[config.mk]
export PLATFORM = sky130hd
export DESIGN_NAME = uart_echo_top
export DESIGN_NICKNAME = d
export VERILOG_FILES = /design/src/hdl/uart_pkg.sv /design/src/hdl/uart_receiver.sv /design/src/hdl/uart_transmitter.sv /design/src/hdl/echo_control.sv /design/src/hdl/uart_echo_top.sv
export SDC_FILE = /design/constraint.sdc
export NUM_CORES = 1
export LEC_CHECK = 0
export BUFFER_PORTS_ARGS = -buffer_cell sky130_fd_sc_hd__buf_2
export CAP_MARGIN = 10
export CORE_MARGIN = 5
export CORE_UTILIZATION = 40
export CTS_CLUSTER_SIZE = 25
export DETAILED_ROUTE_END_ITERATION = 6
export GPL_TIMING_DRIVEN = 0
export REMOVE_ABC_BUFFERS = 1
export SYNTH_ARGS = -nofsm -noshare
export SYNTH_HDL_FRONTEND = slang
export SYNTH_SLANG_ARGS = --single-unit
[constraint.sdc]
create_clock -name clk -period 2.42 [get_ports clk]
set_clock_uncertainty 0.15 [all_clocks]
set_input_delay 0.242 -clock clk [delete_from_list [all_inputs] [get_ports clk]]
set_output_delay 0.242 -clock clk [all_outputs]
set_load 0.01 [all_outputs]
[src/hdl/uart_pkg.sv]
package uart_pkg;

    // Bit timing, kept short for simulation
    localparam int clocks_per_bit    = 16;
    localparam int clock_count_width = $clog2(clocks_per_bit);

    // Counter value at mid-bit and at the last cycle of a bit period
    localparam logic [clock_count_width-1:0] sample_point =
        clock_count_width'(clocks_per_bit / 2 - 1);
    localparam logic [clock_count_width-1:0] bit_end_count =
        clock_count_width'(clocks_per_bit - 1);

    // Receiver FSM codes
    localparam logic [1:0] rx_idle = 2'b00;
    localparam logic [1:0] rx_work = 2'b01;
    localparam logic [1:0] rx_done = 2'b11;

    // Echo queue, depth must be a power of two
    localparam int queue_depth      = 4;
    localparam int queue_addr_width = $clog2(queue_depth);

    // Case-mode codes carried in a command byte
    localparam logic [1:0] mode_pass  = 2'd0;
    localparam logic [1:0] mode_upper = 2'd1;
    localparam logic [1:0] mode_lower = 2'd2;

    // One received byte, read as a character or as a command
    // The top bit tells the two apart
    typedef union packed {
        struct packed {
            logic       is_command;
            logic [6:0] code;
        } character;
        struct packed {
            logic       is_command;
            logic [4:0] reserved;
            logic [1:0] mode;
        } command;
    } uart_byte_u;

endpackage

[src/hdl/uart_receiver.sv]
`timescale 1ns/1ps

module uart_receiver (
    input  logic       clk,
    input  logic       rst,

    // Received byte towards the sink
    output logic [7:0] data_out,
    output logic       data_out_valid,
    input  logic       data_out_ready,

    // Serial line
    input  logic       serial_in
);

    logic [1:0]                             state;
    logic [uart_pkg::clock_count_width-1:0] clock_count;
    logic [3:0]                             bit_count;
    logic [9:0]                             rx_shift;
    logic                                   is_symbol_edge;
    logic                                   is_sample_time;
    logic                                   data_out_fire;

    assign is_symbol_edge = (clock_count == uart_pkg::bit_end_count);
    assign is_sample_time = (clock_count == uart_pkg::sample_point);
    assign data_out_fire  = data_out_valid && data_out_ready;

    // Idle, receiving a frame, or holding a byte for the sink
    // The frame is closed at the stop-bit sample, so the FSM is back in
    // idle before a back-to-back start bit can begin
    always_ff @(posedge clk) begin
        if (rst) begin
            state <= uart_pkg::rx_idle;
        end else begin
            case (state)
                uart_pkg::rx_idle: begin
                    if (!serial_in) begin
                        state <= uart_pkg::rx_work;
                    end
                end
                uart_pkg::rx_work: begin
                    if (bit_count == 4'd9 && is_sample_time) begin
                        state <= uart_pkg::rx_done;
                    end
                end
                uart_pkg::rx_done: begin
                    // New start bits are ignored until the byte is taken
                    if (data_out_fire) begin
                        state <= uart_pkg::rx_idle;
                    end
                end
                default: begin
                    state <= uart_pkg::rx_idle;
                end
            endcase
        end
    end

    // Position inside the current bit period
    always_ff @(posedge clk) begin
        if (rst || state != uart_pkg::rx_work) begin
            clock_count <= '0;
        end else if (is_symbol_edge) begin
            clock_count <= '0;
        end else begin
            clock_count <= clock_count + 1'b1;
        end
    end

    // Index of the bit being received, start bit is 0
    always_ff @(posedge clk) begin
        if (rst || state == uart_pkg::rx_idle) begin
            bit_count <= 4'd0;
        end else if (state == uart_pkg::rx_work && is_symbol_edge) begin
            bit_count <= bit_count + 4'd1;
        end
    end

    // Bits land LSB first at their own index
    always_ff @(posedge clk) begin
        if (state == uart_pkg::rx_work && is_sample_time) begin
            rx_shift[bit_count] <= serial_in;
        end
    end

    assign data_out_valid = (state == uart_pkg::rx_done);
    assign data_out       = rx_shift[8:1];

    // A held byte must not change before the sink takes it
    a_data_held: assert property (
        @(posedge clk) disable iff (rst)
        (data_out_valid && !data_out_ready) |=> (data_out_valid && $stable(data_out))
    ) else $error("uart_receiver: data_out changed while waiting for ready");

endmodule

[src/hdl/uart_transmitter.sv]
`timescale 1ns/1ps

module uart_transmitter (
    input  logic       clk,
    input  logic       rst,

    // Byte from the source
    input  logic [7:0] data_in,
    input  logic       data_in_valid,
    output logic       data_in_ready,

    // Serial line
    output logic       serial_out
);

    logic                                   busy;
    logic [uart_pkg::clock_count_width-1:0] clock_count;
    logic [3:0]                             bit_count;
    logic [9:0]                             tx_shift;
    logic                                   data_in_fire;
    logic                                   is_symbol_edge;
    logic                                   is_last_bit;

    assign data_in_ready  = !busy;
    assign data_in_fire   = data_in_valid && data_in_ready;
    assign is_symbol_edge = (clock_count == uart_pkg::bit_end_count);
    assign is_last_bit    = (bit_count == 4'd9);

    // Busy from the load until the end of the stop bit
    always_ff @(posedge clk) begin
        if (rst) begin
            busy <= 1'b0;
        end else if (data_in_fire) begin
            busy <= 1'b1;
        end else if (busy && is_symbol_edge && is_last_bit) begin
            busy <= 1'b0;
        end
    end

    // Cycle within the bit now on the line
    always_ff @(posedge clk) begin
        if (rst || !busy) begin
            clock_count <= '0;
        end else if (is_symbol_edge) begin
            clock_count <= '0;
        end else begin
            clock_count <= clock_count + 1'b1;
        end
    end

    // Bits already sent in this frame
    always_ff @(posedge clk) begin
        if (rst || !busy) begin
            bit_count <= 4'd0;
        end else if (is_symbol_edge) begin
            bit_count <= bit_count + 4'd1;
        end
    end

    // Frame is stop, data MSB..LSB, start; bit 0 drives the line
    // Ones are shifted in behind, so the line rests high
    always_ff @(posedge clk) begin
        if (rst) begin
            tx_shift <= '1;
        end else if (data_in_fire) begin
            tx_shift <= {1'b1, data_in, 1'b0};
        end else if (busy && is_symbol_edge) begin
            tx_shift <= {1'b1, tx_shift[9:1]};
        end
    end

    assign serial_out = tx_shift[0];

    // Line must rest at the mark level between frames
    a_idle_high: assert property (
        @(posedge clk) disable iff (rst)
        !busy |-> serial_out
    ) else $error("uart_transmitter: serial_out low while idle");

endmodule

[src/hdl/echo_control.sv]
`timescale 1ns/1ps

module echo_control (
    input  logic       clk,
    input  logic       rst,

    // Bytes from the receiver
    input  logic [7:0] rx_data,
    input  logic       rx_valid,
    output logic       rx_ready,

    // Echo bytes towards the transmitter
    output logic [7:0] tx_data,
    output logic       tx_valid,
    input  logic       tx_ready
);

    uart_pkg::uart_byte_u                  rx_byte;
    logic [1:0]                            mode;
    logic [7:0]                            queue_mem [uart_pkg::queue_depth];
    logic [uart_pkg::queue_addr_width-1:0] wr_ptr;
    logic [uart_pkg::queue_addr_width-1:0] rd_ptr;
    logic [uart_pkg::queue_addr_width:0]   count;
    logic                                  full;
    logic                                  empty;
    logic                                  is_command;
    logic                                  rx_fire;
    logic                                  tx_fire;
    logic                                  wr_en;
    logic [6:0]                            echo_code;

    // Only letters change case
    function automatic logic [6:0] apply_case(input logic [1:0] sel, input logic [6:0] code);
        logic is_lower;
        logic is_upper;
        is_lower   = (code >= 7'h61) && (code <= 7'h7a);
        is_upper   = (code >= 7'h41) && (code <= 7'h5a);
        apply_case = code;
        if (sel == uart_pkg::mode_upper && is_lower) begin
            apply_case = code & 7'h5f;
        end else if (sel == uart_pkg::mode_lower && is_upper) begin
            apply_case = code | 7'h20;
        end
    endfunction

    assign rx_byte    = rx_data;
    assign is_command = rx_byte.command.is_command;

    assign full  = (count == (uart_pkg::queue_addr_width + 1)'(uart_pkg::queue_depth));
    assign empty = (count == '0);

    // Commands never need queue space
    assign rx_ready  = !full || is_command;
    assign rx_fire   = rx_valid && rx_ready;
    assign wr_en     = rx_fire && !is_command;
    assign echo_code = apply_case(mode, rx_byte.character.code);

    assign tx_valid = !empty;
    assign tx_data  = queue_mem[rd_ptr];
    assign tx_fire  = tx_valid && tx_ready;

    // Codes outside the three modes leave the mode as it is
    always_ff @(posedge clk) begin
        if (rst) begin
            mode <= uart_pkg::mode_pass;
        end else if (rx_fire && is_command) begin
            case (rx_byte.command.mode)
                uart_pkg::mode_pass,
                uart_pkg::mode_upper,
                uart_pkg::mode_lower: begin
                    mode <= rx_byte.command.mode;
                end
                default: begin
                    mode <= mode;
                end
            endcase
        end
    end

    always_ff @(posedge clk) begin
        if (wr_en) begin
            queue_mem[wr_ptr] <= {1'b0, echo_code};
        end
    end

    // Pointers wrap naturally at a power-of-two depth
    always_ff @(posedge clk) begin
        if (rst) begin
            wr_ptr <= '0;
            rd_ptr <= '0;
        end else begin
            if (wr_en) begin
                wr_ptr <= wr_ptr + 1'b1;
            end
            if (tx_fire) begin
                rd_ptr <= rd_ptr + 1'b1;
            end
        end
    end

    // Occupancy
    always_ff @(posedge clk) begin
        if (rst) begin
            count <= '0;
        end else begin
            case ({wr_en, tx_fire})
                2'b10:   count <= count + 1'b1;
                2'b01:   count <= count - 1'b1;
                default: count <= count;
            endcase
        end
    end

    // Pointers meet only when the queue is empty or full
    a_no_write_full: assert property (
        @(posedge clk) disable iff (rst)
        wr_en |-> ((wr_ptr != rd_ptr) || empty)
    ) else $error("echo_control: character written into a full queue");

    a_no_read_empty: assert property (
        @(posedge clk) disable iff (rst)
        tx_fire |-> ((wr_ptr != rd_ptr) || full)
    ) else $error("echo_control: transmitter read from an empty queue");

endmodule

[src/hdl/uart_echo_top.sv]
`timescale 1ns/1ps

module uart_echo_top (
    input  logic clk,
    input  logic rst,
    input  logic serial_in,
    output logic serial_out
);

    // Receiver to controller
    logic [7:0] rx_data;
    logic       rx_valid;
    logic       rx_ready;

    // Controller to transmitter
    logic [7:0] tx_data;
    logic       tx_valid;
    logic       tx_ready;

    uart_receiver u_receiver (
        .clk            (clk),
        .rst            (rst),
        .data_out       (rx_data),
        .data_out_valid (rx_valid),
        .data_out_ready (rx_ready),
        .serial_in      (serial_in)
    );

    // Mode decoding, case transform and echo queue
    echo_control u_echo_control (
        .clk      (clk),
        .rst      (rst),
        .rx_data  (rx_data),
        .rx_valid (rx_valid),
        .rx_ready (rx_ready),
        .tx_data  (tx_data),
        .tx_valid (tx_valid),
        .tx_ready (tx_ready)
    );

    uart_transmitter u_transmitter (
        .clk           (clk),
        .rst           (rst),
        .data_in       (tx_data),
        .data_in_valid (tx_valid),
        .data_in_ready (tx_ready),
        .serial_out    (serial_out)
    );

endmodule

== Word level (Yosys, flattened, before mapping) ==
Memories as Yosys holds them, arrays and structs flattened. A register that Yosys moved wholly into a read port is not among the register bits.
Index checks and enable logic that the tools add are counted.
Word-level totals
  bits in writable memories: 28
  bits in registers: 47
  word-level logic and storage cells: 96
  memories: 1
Operators by class
  $add $sub $neg: 8
  muxes and demuxes: 18
  reduce and logical (&&, ||, !) cells: 33
  order comparisons: 6
  eq/ne operators: 18
Memories
  u_echo_control.queue_mem: words 4, bits a word 7, rd ports 1, clocked after memory_dff 1, wr ports 1, RTL line echo_control.sv:20  | logic [7:0] queue_mem [uart_pkg::queue_depth];
Operator list (number)
  2-to-1 mux 9 bit: 2
  adder 4 x 1 -> 4 bit (second input constant): 4
  == test 4 bit (second input constant): 4
  >= comparator 7 bit (second input constant): 2
  <= comparator 7 bit (second input constant): 2
  logical AND 1 bit: 14
  2-to-1 mux 6 bit: 2
  bitwise mux 10 bit: 1
  2-to-1 mux 2 bit: 5
  == test 2 x 1 -> 1 bit (second input constant): 4
  == test 2 bit (second input constant): 4
  one-hot mux 2 bit (3 select lines): 1
  one-hot mux 3 bit (2 select lines): 1
  nonzero test 2 bit: 3
  < comparator 4 x 5 -> 1 bit (second input constant): 1
  2-to-1 mux 1 bit: 5
  adder 2 x 1 -> 2 bit (second input constant): 2
  demux 1 bit (select 4 bit): 1
  == test 4 x 3 -> 1 bit (second input constant): 1
  >= comparator 4 x 1 -> 1 bit (second input constant): 1
  logical NOT 1 bit: 4
  logical NOT 2 bit: 2
  logical OR 1 bit: 4
  inequality test 2 x 1 -> 1 bit (second input constant): 2
  other kinds (9): 11

== Longest topological paths before layout ==
Gate-level depths: netlist of the first run.
  word-level depth: 7
  depth in mapped cells: 10
  gate-level depth less buffers: 9

== Cells and area by module ==
Synthesis of the first run repeated with hierarchy kept, for this count alone.
Unflattened totals
  cell total of the unflattened synthesis: 268
  area, all modules: 3258.1 um^2
By module, submodules not included
  echo_control: area each 1612.8 um^2, cells each 108, instances 1
  uart_receiver: area each 849.6 um^2, cells each 79, instances 1
  uart_transmitter: area each 795.8 um^2, cells each 81, instances 1

== Worst setup path before layout of the first run ==
OpenSTA, ideal clock, no wires.
  kind: register to register
  start point: register u_receiver.rx_shift[8]
  end point: register u_echo_control.count[2] in the netlist's numbering
  path slack: 5 ps
  arrival: 2195 ps
  path buffers: 0
  library setup time: 70 ps
  cell stages (with the launch flop): 10
  path through: edfxtp_1 > nor4b_1 > nor3_2 > inv_1 > ha_1 > inv_1 > fa_1 > xor2_1 > or3_1 > a21oi_1
Between the ends
  cells in the longest elaborated chain, start to end: 5
  elaborated cells between the ends (all ways): 8
  classes of those cells: eq/ne (2); mux (1); reduce/logical (5)
RTL lines
  from (decl): RTL line uart_receiver.sv:19  | logic [9:0] rx_shift;
  from (signal, indexed assignment): RTL line uart_receiver.sv:82  | rx_shift[bit_count] <= serial_in;
  logical OR 1 bit: RTL line echo_control.sv:53  | assign rx_ready = !full || is_command;
  logical AND 1 bit: RTL line echo_control.sv:54  | assign rx_fire = rx_valid && rx_ready;
  logical AND 1 bit *: RTL line echo_control.sv:55  | assign wr_en = rx_fire && !is_command;
  == test 2 x 1 -> 1 bit or == test 2 bit (tied branches): RTL line echo_control.sv:106  | case ({wr_en, tx_fire})
  one-hot mux 3 bit (2 select lines) or nonzero test 2 bit (tied branches)
  to (signal assigned): RTL line echo_control.sv:107  | 2'b10: count <= count + 1'b1;
  to (signal assigned): RTL line echo_control.sv:108  | 2'b01: count <= count - 1'b1;
  to (signal assigned): RTL line echo_control.sv:109  | default: count <= count;
  to (decl): RTL line echo_control.sv:23  | logic [uart_pkg::queue_addr_width:0] count;
Every way passes the cells marked *; elsewhere a longest branch is shown, timed or not.
A chain may end at the register's enable or synchronous reset.

== Worst setup path after layout of the first run ==
Same ends and word-level chain as after synthesis.

==> metrics.csv, run 1 <==
stage,metric,value,unit
run_status,outcome,completed,
power,Leak,1.25,nW
sta,Fmax,0.421,GHz
layout,post-route cell area,0.00356,mm2
logic_synthesis,yosys warns,0,
placement,post-placement cell area,0.00327,mm2
critical_path,CP Class,reg2reg,
power,Clk pwr share,0.359,
logic_synthesis,sequential area share after synthesis,0.585,
power,sequential share of power,0.517,
sta,Final Cycle Share,0.980,
critical_path,max incr delay on CP,430,ps
placement,Detailed Place HPWL,3410,um
die,Die X,99.2,um
clock_network,Clock Sinks,75,
clock_network,Clock Pin Slew Worst Setup and Hold Paths,80,ps
power,Power Total,2.84,mW
grt,antenna violations before repair,0,
sta,Slew Limit Headroom,0.512,
power,cell area power density,799,mW/mm2
sta,RSZ-0062 raised after global routing,yes,
clock_network,maximum clock insertion buffer count,2,
logic_synthesis,top cell type by total area after synthesis,edfxtp_1,
layout,nets,288,
critical_path,worst-path cell chain,nor4b_4 > nor3_4 > inv_1 > ha_2 > inv_2 > fa_2 > xor2_1 > or3_1 > a21oi_2,
critical_path,largest fanout on the critical path,3,
clock_network,hold_buf cts,0,
die,Starting Density,0.412,
clock_network,H-tree levels,3,
min_path,Worst Hold Class,in2reg,
detailed_routing,drt total wl,5060,um
logic_synthesis,syn_area_per_cell,12.0,um2
logic_synthesis,Main synth FF type,dfxtp_1,
logic_synthesis,"FF+latch count, synth",75,
die,IO Pins,4,
critical_path,crit path DAT,2500,ps
logic_synthesis,top post-synthesis cells by area,"edfxtp_1 34%, dfxtp_1 25%, ha_1 5.1%, mux4_2 5.0%, nor2_1 4.1%",
clock_network,Worst-Skew Late Latency,340,ps
logic_synthesis,share of the synthesized area in the top cell type,0.340,
power,internal power,2.13,mW
sta,Slew Limit Fails,0,
detailed_routing,average wire per standard cell,13.4,um
power,switching pwr,0.712,mW
critical_path,CP endpoint kind,flop,
critical_path,family with the most delay on the worst path,simple AND/OR/NAND/NOR gates,
die,Die Area,0.00984,mm2
placement,Placer Congestion,0.738,
sta,Final setup viols,0,
grt,vias in the first global route,1899,
logic_synthesis,"Cell Area, Synth",0.00318,mm2
grt,largest net degree at the start of global routing,27,
critical_path,Critical-path top delay cell,edfxtp_1,
placement,IO buf count,3,
critical_path,Startpoint Class,flop,
detailed_routing,vias per cell,4.99,
clock_network,CTS Buf Count,9,
layout,share of layout cells above drive strength 1,0.152,
grt,GR Overflow Total,0,
layout,P&R area growth vs syn,11.8,%
logic_synthesis,Synth cell types,41,
placement,# placed instances,358,
sta,endpoints failing hold,0,
power,sw frac,0.251,
logic_synthesis,synth cell count leaders,"39 x dfxtp_1, 36 x edfxtp_1, 35 x nor2_1",
die,Core ar.,0.00773,mm2
critical_path,Worst Path Required,2540,ps
grt,first-pass GRT wire length,8800,um
grt,GRT Total Usage,0.114,
logic_synthesis,"count leader, synth",dfxtp_1,
logic_synthesis,cell count after synthesis,265,
clock_network,CTS tree,done,
detailed_routing,post-route antenna net violation count,0,
sta,minimum clock period,2370,ps
clock_network,clk root buf,clkbuf_8,
die,die height,99.2,um
layout,Antenna Cells,0,
die,row cnt,32,
sta,actual slew at the worst max-slew pin,722,ps
logic_synthesis,Post-synth ARST share,0,
logic_synthesis,Post-synth EDFFs,36,
layout,fin util,0.461,
detailed_routing,DRT Pass-1 Iters,4,
power,combinational share of power,0.124,
flow_run,number of max-cap violations,0,
layout,Finished Layout Cells,378,
critical_path,Buf/Inv on CP,2,
detailed_routing,DRT iter0 DRCs,73,
layout,Layout fillers,732,
power,Max VDD drop,0.000352,V
detailed_routing,Residual DRC,0,
detailed_routing,via count,1886,
through the flow:
step | setup WS (ps) | TNS [ps] | hold slack, ps
floorplan | 4.87 | 0 | 161
detailed placement | -272 | -303 | 295
CTS | 11.9 | 0 | 24.9
finish | 47.3 | 0 | 42.7
global route | -56.0 | -56.0 | 41.7
global placement | -227 | -243 | 286
routing by layer:
layer	wire (um)	share of wire	track usage	vias to the layer above
met1	2320	0.46	0.131	904
li1	-	-	-	958
met5	0	0	0	-
met2	2510	0.50	0.193	19
met4	61	0.012	0.0378	0
met3	171	0.034	0.0456	5
power by group through the flow:
stage                     clock network, mW  logic [mW]  registers (mW)
after floorplan                           0       0.261            1.47
after global placement                    0       0.329            1.49
after detailed placement                  0       0.329            1.49
after CTS                              1.06       0.345            1.47
after global routing                   1.12       0.402            1.49
final                                  1.02       0.353            1.47
sequential cells by signal (all words and copies together), names as in the netlist, named ones only:
signal	count
u_echo_control.count	3
u_transmitter.clock_count	4
u_receiver.clock_count	4
u_receiver.state	2
u_echo_control.mode	2
u_echo_control.wr_ptr	2
u_transmitter.tx_shift	9
u_echo_control.rd_ptr	2
u_transmitter.bit_count	4
u_receiver.rx_shift	8
u_echo_control.queue_mem	28
u_transmitter.busy	1
u_receiver.bit_count	4
cell families (layout without fill, tap and decap cells):
kind of cell	after synthesis	in the layout	synth area share
buffers and inverters	25	36	0.0330
AO/OA/AOI/OAI	32	32	0.0684
flip-flops	75	75	0.585
multiplexers	10	10	0.0590
XOR/XNOR	15	15	0.0413
adder cells (fa/ha/maj)	14	14	0.0574
AND/OR/NAND/NOR	94	94	0.156
final cells by class:
type / count / area [um2] / share of cell area
flip-flops and latches: 75 / 1870 / 0.524
clock inverters: 5 / 56.3 / 0.0158
repair buffers: 7 / 45.0 / 0.0127
well taps: 102 / 128 / 0.0359
clock buffers: 11 / 163 / 0.0457
inverters: 13 / 53.8 / 0.0151
multi-input cells: 165 / 1250 / 0.351
layout by cell type (no fill, tap or decap), types with 2 or more instances in the layout:
| cell type | n |
|---|---|
| mux2i_1 | 3 |
| nand2_1 | 8 |
| xnor2_1 | 9 |
| xor2_1 | 6 |
| o21ai_0 | 3 |
| ha_1 | 12 |
| edfxtp_1 | 36 |
| nor3_1 | 8 |
| buf_2 | 3 |
| inv_4 | 2 |
| and2_1 | 7 |
| buf_4 | 4 |
| and3_1 | 11 |
| nor2_1 | 35 |
| inv_1 | 11 |
| nand2b_1 | 2 |
| nand3_1 | 6 |
| o41ai_1 | 2 |
| o21bai_1 | 8 |
| a211oi_1 | 8 |
| dfxtp_2 | 3 |
| clkbuf_8 | 10 |
| nor3b_1 | 5 |
| a21oi_1 | 7 |
| mux4_2 | 7 |
| dfxtp_1 | 36 |
| nand4b_1 | 2 |
worst paths after layout:
| kind | from | endpoint | slack [ps] | cells after the start |
|---|---|---|---|---|
| max | u_receiver.rx_shift[8] | u_echo_control.count[2] | 50 | 9 |
| min | serial_in | u_receiver.rx_shift[1] | 40 | 1 |
| max reg2reg | u_receiver.rx_shift[8] | u_echo_control.count[2] | 50 | 9 |
| min reg2reg | u_receiver.clock_count[0] | u_receiver.clock_count[0] | 300 | 1 |
repair_timing:
action | in CTS | in global routing
setup endpoints to repair | 2 | 2
gates resized for setup | 5 | 7
buffers inserted | 1 | 3
pin swaps | 0 | 4
endpoints found under the hold margin | 0 | 0
No activity file was read; power rests on OpenSTA's default activity.
==> inputs of run 2 (changes only) <==
Settings changed: CORE_ASPECT_RATIO set to 1.75.
==> run 2 against run 1 <==
Hold slack improved by 9.7 ps. Utilization fell by 0.24 points. Sequential share of layout area decreased by 0.58 points. Via count up 1.0%.
==> metrics.csv, run 2 (same netlist as run 1, synthesis figures left out) <==
stage,metric,value,unit
grt,grt met3 use,0.0345,
critical_path,worst r2r dst,u_echo_control.count[2],
critical_path,Worst Path Required,2530,ps
min_path,Worst Hold Class,in2reg,
sta,Final setup viols,0,
layout,nets,288,
critical_path,family with the most delay on the worst path,simple AND/OR/NAND/NOR gates,
grt,met2 Usage GRT,0.221,
placement,IO buf count,3,
critical_path,crit path from,u_receiver.rx_shift[8],
die,Core ar.,0.00786,mm2
critical_path,flop-to-flop setup slack,170,ps
critical_path,CP most frequent cell,inv_1,
critical_path,CP Class,reg2reg,
sta,RSZ-0062 raised after global routing,no,
sta,Setup TNS,0,ps
detailed_routing,DRT iter0 DRCs,69,
grt,vias in the first global route,1992,
power,cell area power density,847,mW/mm2
critical_path,max incr delay on CP,420,ps
placement,Placer Congestion,0.778,
die,IO Pins,4,
die,Die Area,0.00991,mm2
critical_path,Critical-path top delay cell,edfxtp_1,
clock_network,clk root buf,clkbuf_16,
sta,endpoints failing hold,0,
layout,Antenna Cells,0,
clock_network,hold_buf cts,0,
clock_network,CTS Buf Count,9,
critical_path,worst-path cell chain,nor4b_4 > nor3_4 > inv_1 > ha_2 > inv_1 > fa_2 > xor2_1 > or3_1 > a21oi_2,
power,Power Total,3.05,mW
critical_path,Buf/Inv on CP,2,
run_status,outcome,completed,
critical_path,CP Depth,9,
power,Leak,1.27,nW
power,Max VDD drop,0.000403,V
critical_path,Critical Path End,u_echo_control.count[2],
layout,biggest regs,"u_echo_control.queue_mem x28, u_transmitter.tx_shift x9, u_receiver.rx_shift x8",
critical_path,Critical R2R Launch,u_receiver.rx_shift[8],
clock_network,Worst-Skew Late Latency,330,ps
grt,antenna violations before repair,0,
detailed_routing,Residual DRC,0,
grt,global routing's busiest layer,met2,
die,Starting Density,0.405,
layout,share of layout cells above drive strength 1,0.138,
die,Die X,77.4,um
min_path,WHS Path Cells,1,
sta,Slew Limit Fails,0,
placement,Detailed Place HPWL,3790,um
critical_path,crit path DAT,2360,ps
flow_run,number of max-cap violations,0,
sta,Fmax,0.445,GHz
detailed_routing,average wire per standard cell,15.1,um
detailed_routing,DRT Pass-1 Iters,4,
die,row cnt,43,
die,die height,128,um
grt,met1 usage,0.122,
grt,largest net degree at the start of global routing,27,
critical_path,Startpoint Class,flop,
detailed_routing,vias per cell,5.20,
sta,Slew Limit Headroom,0.377,
layout,P&R area growth vs syn,13.1,%
clock_network,CTS tree,done,
critical_path,CP endpoint kind,flop,
layout,most frequent cells in the layout,"36 x dfxtp_1, 36 x edfxtp_1, 35 x nor2_1",
sta,Final Cycle Share,0.928,
layout,fin util,0.458,
critical_path,largest fanout on the critical path,2,
clock_network,maximum clock insertion buffer count,2,
grt,first-pass GRT wire length,9410,um
grt,GRT Total Usage,0.123,
sta,actual slew at the worst max-slew pin,923,ps
clock_network,H-tree levels,3,
detailed_routing,via count,1905,
sta,minimum clock period,2250,ps
layout,Largest register FFs,28,
detailed_routing,post-route antenna net violation count,0,
critical_path,R2R depth,9,
grt,GR Overflow Total,0,
detailed_routing,drt total wl,5530,um
layout,Largest Register,u_echo_control.queue_mem,
clock_network,Clock Sinks,75,
clock_network,Clock Pin Slew Worst Setup and Hold Paths,60,ps
## run 2: cell types whose count changed in the layout (fill, tap and decap cells not counted), sizes merged
cell	previous run	this run
bufinv	1	0
clkbuf	11	13
inv	15	13
clkinv	2	3
## run 2: cell type report
cell class | instances | area, um2
repair buffers | 7 | 45.0
multi-input cells | 165 | 1250
clock inverters | 3 | 13.8
flip-flops and latches | 75 | 1870
clock buffers | 13 | 260
well taps | 90 | 113
inverters | 13 | 53.8
fillers | 734 | 4260
## run 2: report_power, final
part	internal (mW)	total [mW]	switching [mW]	leakage [nW]
sequential	1.40	1.48	0.0807	0.641
combinational	0.180	0.363	0.183	0.488
clock	0.743	1.21	0.465	0.137
total	2.32	3.05	0.729	1.27
## run 2: worst register-to-register path, stage by stage, from the launching register on
cell	delay, ps
edfxtp_1	420
nor4b_4	310
nor3_4	80
inv_1	70
ha_2	180
inv_1	50
fa_2	330
xor2_1	150
or3_1	320
a21oi_2	120
## run 2: what timing repair did
action                                  4_1_cts  5_1_grt
buffers inserted                              3        1
gates resized for setup                       6        5
endpoints found under the setup margin        2        1
pin swaps                                     2        3
cloned                                        0        0
## run 2: worst min-delay path by stage
stage,from,endpoint,slack (ps)
final,serial_in,u_receiver.rx_shift[1],50
after global routing,serial_in,u_receiver.rx_shift[1],70
after CTS,serial_in,u_receiver.rx_shift[1],40
after detailed placement,u_transmitter.tx_shift[0],u_transmitter.tx_shift[0],300
after global placement,u_receiver.clock_count[0],u_receiver.clock_count[0],290
after floorplan,rst,u_echo_control.count[2],160
## run 2: per-stage QoR
step | hold slack (ps) | setup WS (ps) | cells | area [um2]
2_1_floorplan | 161 | 4.87 | 253 | 3130
3_3_place_gp | 289 | -244 | 346 | 3260
3_5_place_dp | 297 | -304 | 346 | 3260
4_1_cts | 35.8 | 6.11 | 365 | 3580
5_1_grt | 70.3 | 13.3 | 366 | 3600
6_report | 52.4 | 174 | 366 | 3600
## run 2: layer usage
metal,part of all wire,wire [um]
met1,0.38,2120
met2,0.55,3060
met3,0.029,163
met4,0.035,191
met5,0,0
==> inputs of run 3 (changes only) <==
Settings changed: CORE_MARGIN 5 to unset, RECOVER_POWER set to 25.
==> run 3 against run 2 <==
Total power is 1.2% higher. First-iteration DRC count is 32% lower. Sequential power is essentially flat. Non-clock buffer count unchanged. Largest cell class unchanged.
==> metrics.csv, run 3 (same netlist as run 1, synthesis figures left out) <==
stage,metric,value,unit
run_status,outcome,completed,
layout,P&R area growth vs syn,13.1,%
power,combinational share of power,0.115,
critical_path,crit path DAT,2430,ps
die,Core ar.,0.00762,mm2
power,Max VDD drop,0.000415,V
sta,hold slack final,132,ps
critical_path,Worst Path Required,2530,ps
clock_network,Clock Sinks,75,
sta,Fmax,0.431,GHz
placement,Placer Congestion,0.802,
clock_network,maximum clock insertion buffer count,2,
min_path,Worst Hold Class,in2reg,
die,Die X,69.4,um
detailed_routing,average wire per standard cell,14.4,um
detailed_routing,via count,1911,
grt,GRT Total Usage,0.140,
layout,Antenna Cells,0,
clock_network,H-tree levels,3,
power,sequential share of power,0.478,
critical_path,crit path from,u_receiver.rx_shift[8],
layout,Layout fillers,685,
grt,largest net degree at the start of global routing,27,
grt,antenna violations before repair,0,
critical_path,worst r2r dst,u_echo_control.count[2],
placement,IO buf count,3,
critical_path,flop-to-flop setup slack,100,ps
power,cell area power density,857,mW/mm2
critical_path,largest fanout on the critical path,2,
critical_path,CP Class,reg2reg,
critical_path,CP most frequent cell,inv_1,
die,IO Pins,4,
critical_path,max incr delay on CP,440,ps
clock_network,Clock Pin Slew Worst Setup and Hold Paths,60,ps
die,Starting Density,0.418,
clock_network,clk root buf,clkbuf_16,
clock_network,CTS tree,done,
sta,Setup TNS,0,ps
sta,Slew Limit Headroom,0.438,
flow_run,number of max-cap violations,0,
clock_network,Worst-Skew Late Latency,330,ps
grt,GR Overflow Total,0,
critical_path,R2R depth,9,
power,internal power,2.35,mW
sta,actual slew at the worst max-slew pin,832,ps
detailed_routing,vias per cell,5.25,
detailed_routing,DRT iter0 DRCs,47,
critical_path,worst-path cell chain,nor4b_4 > nor3_4 > inv_1 > ha_1 > inv_1 > fa_1 > xor2_1 > or3_1 > a21oi_1,
layout,Largest register FFs,28,
grt,first-pass GRT wire length,8740,um
sta,Slew Limit Fails,0,
layout,biggest regs,"u_echo_control.queue_mem x28, u_transmitter.tx_shift x9, u_receiver.rx_shift x8",
critical_path,Critical-path top delay cell,edfxtp_1,
detailed_routing,post-route antenna net violation count,0,
clock_network,hold_buf cts,0,
power,Clk pwr share,0.407,
power,switching pwr,0.733,mW
sta,minimum clock period,2320,ps
layout,Largest Register,u_echo_control.queue_mem,
sta,endpoints failing hold,0,
detailed_routing,DRT Pass-1 Iters,4,
sta,RSZ-0062 raised after global routing,no,
critical_path,CP endpoint kind,flop,
layout,most frequent cells in the layout,"36 x dfxtp_1, 36 x edfxtp_1, 35 x nor2_1",
die,Die Area,0.00833,mm2
detailed_routing,drt total wl,5250,um
die,row cnt,42,
grt,vias in the first global route,1882,
critical_path,Critical Path End,u_echo_control.count[2],
sta,Final setup viols,0,
sta,Final Cycle Share,0.958,
power,Leak,1.27,nW
detailed_routing,Residual DRC,0,
critical_path,Critical R2R Launch,u_receiver.rx_shift[8],
layout,share of layout cells above drive strength 1,0.123,
power,sw frac,0.238,
critical_path,Startpoint Class,flop,
die,die height,120,um
clock_network,CTS Buf Count,9,
placement,Detailed Place HPWL,3710,um
layout,nets,288,
==> run 3: changes by cell type in the layout (fill, tap and decap cells not counted), sizes merged <==
cell / change
clkinv: -1
buf: -1
clkbuf: +2
==> run 3: worst min path at each step <==
stage,depth (start not counted),slack [ps],startpoint,end
2_1_floorplan,1,160,rst,u_echo_control.count[2]
3_3_place_gp,2,290,u_transmitter.tx_shift[0],u_transmitter.tx_shift[0]
3_5_place_dp,2,300,u_transmitter.tx_shift[0],u_transmitter.tx_shift[0]
4_1_cts,1,40,serial_in,u_receiver.rx_shift[1]
5_1_grt,1,140,serial_in,u_receiver.rx_shift[1]
6_report,1,130,serial_in,u_receiver.rx_shift[1]
==> run 3: critical path: cells and delay by family (launching register included) <==
family	cells	cell delay (ps)
compound gates	1	130
xor+xnor	1	160
fa+ha+maj	2	560
buf+inv	2	120
flops	1	440
simple gates	3	690
==> run 3: repair_timing <==
action                                  in CTS  in global routing
pin swaps                                    2                  2
gates resized for setup                      6                  2
buffers inserted                             3                  1
endpoints found under the setup margin       2                  1
==> run 3: power by group through the flow <==
stage	clock, mW	combinational [mW]	sequential (mW)
final	1.25	0.356	1.48
after detailed placement	0	0.331	1.50
after global placement	0	0.326	1.49
after CTS	1.28	0.344	1.48
after floorplan	0	0.261	1.47
after global routing	1.33	0.397	1.49
==> run 3: per-stage QoR <==
step | setup WS (ps) | utilization | instances | cell area, um2 | total power, mW
floorplan | 4.87 | - | 253 | 3130 | 1.74
global placement | -239 | 0.427 | 344 | 3250 | 1.82
detailed placement | -327 | 0.427 | 344 | 3250 | 1.83
CTS | 13.8 | 0.471 | 363 | 3590 | 3.10
global route | 20.7 | 0.472 | 364 | 3600 | 3.22
finish | 101 | 0.472 | 364 | 3600 | 3.08
==> run 3: final cells by class <==
cell class	instances	area, um2	share of cell area
Sequential cell	75	1870	0.518
Multi-Input combinational cell	165	1240	0.345
Clock buffer	14	275	0.0765
Tap cell	88	110	0.0306
Inverter	13	53.8	0.0150
Timing Repair Buffer	7	43.8	0.0122
Clock inverter	2	10.0	0.00278
==> run 3: routing by layer <==
metal	part of all wire	wire, um	track usage	up-vias
met2	0.55	2860	0.246	23
met5	0	0	0	-
met1	0.39	2070	0.140	913
met4	0.042	219	0.125	0
met3	0.019	98	0.0227	16
li1	-	-	-	959
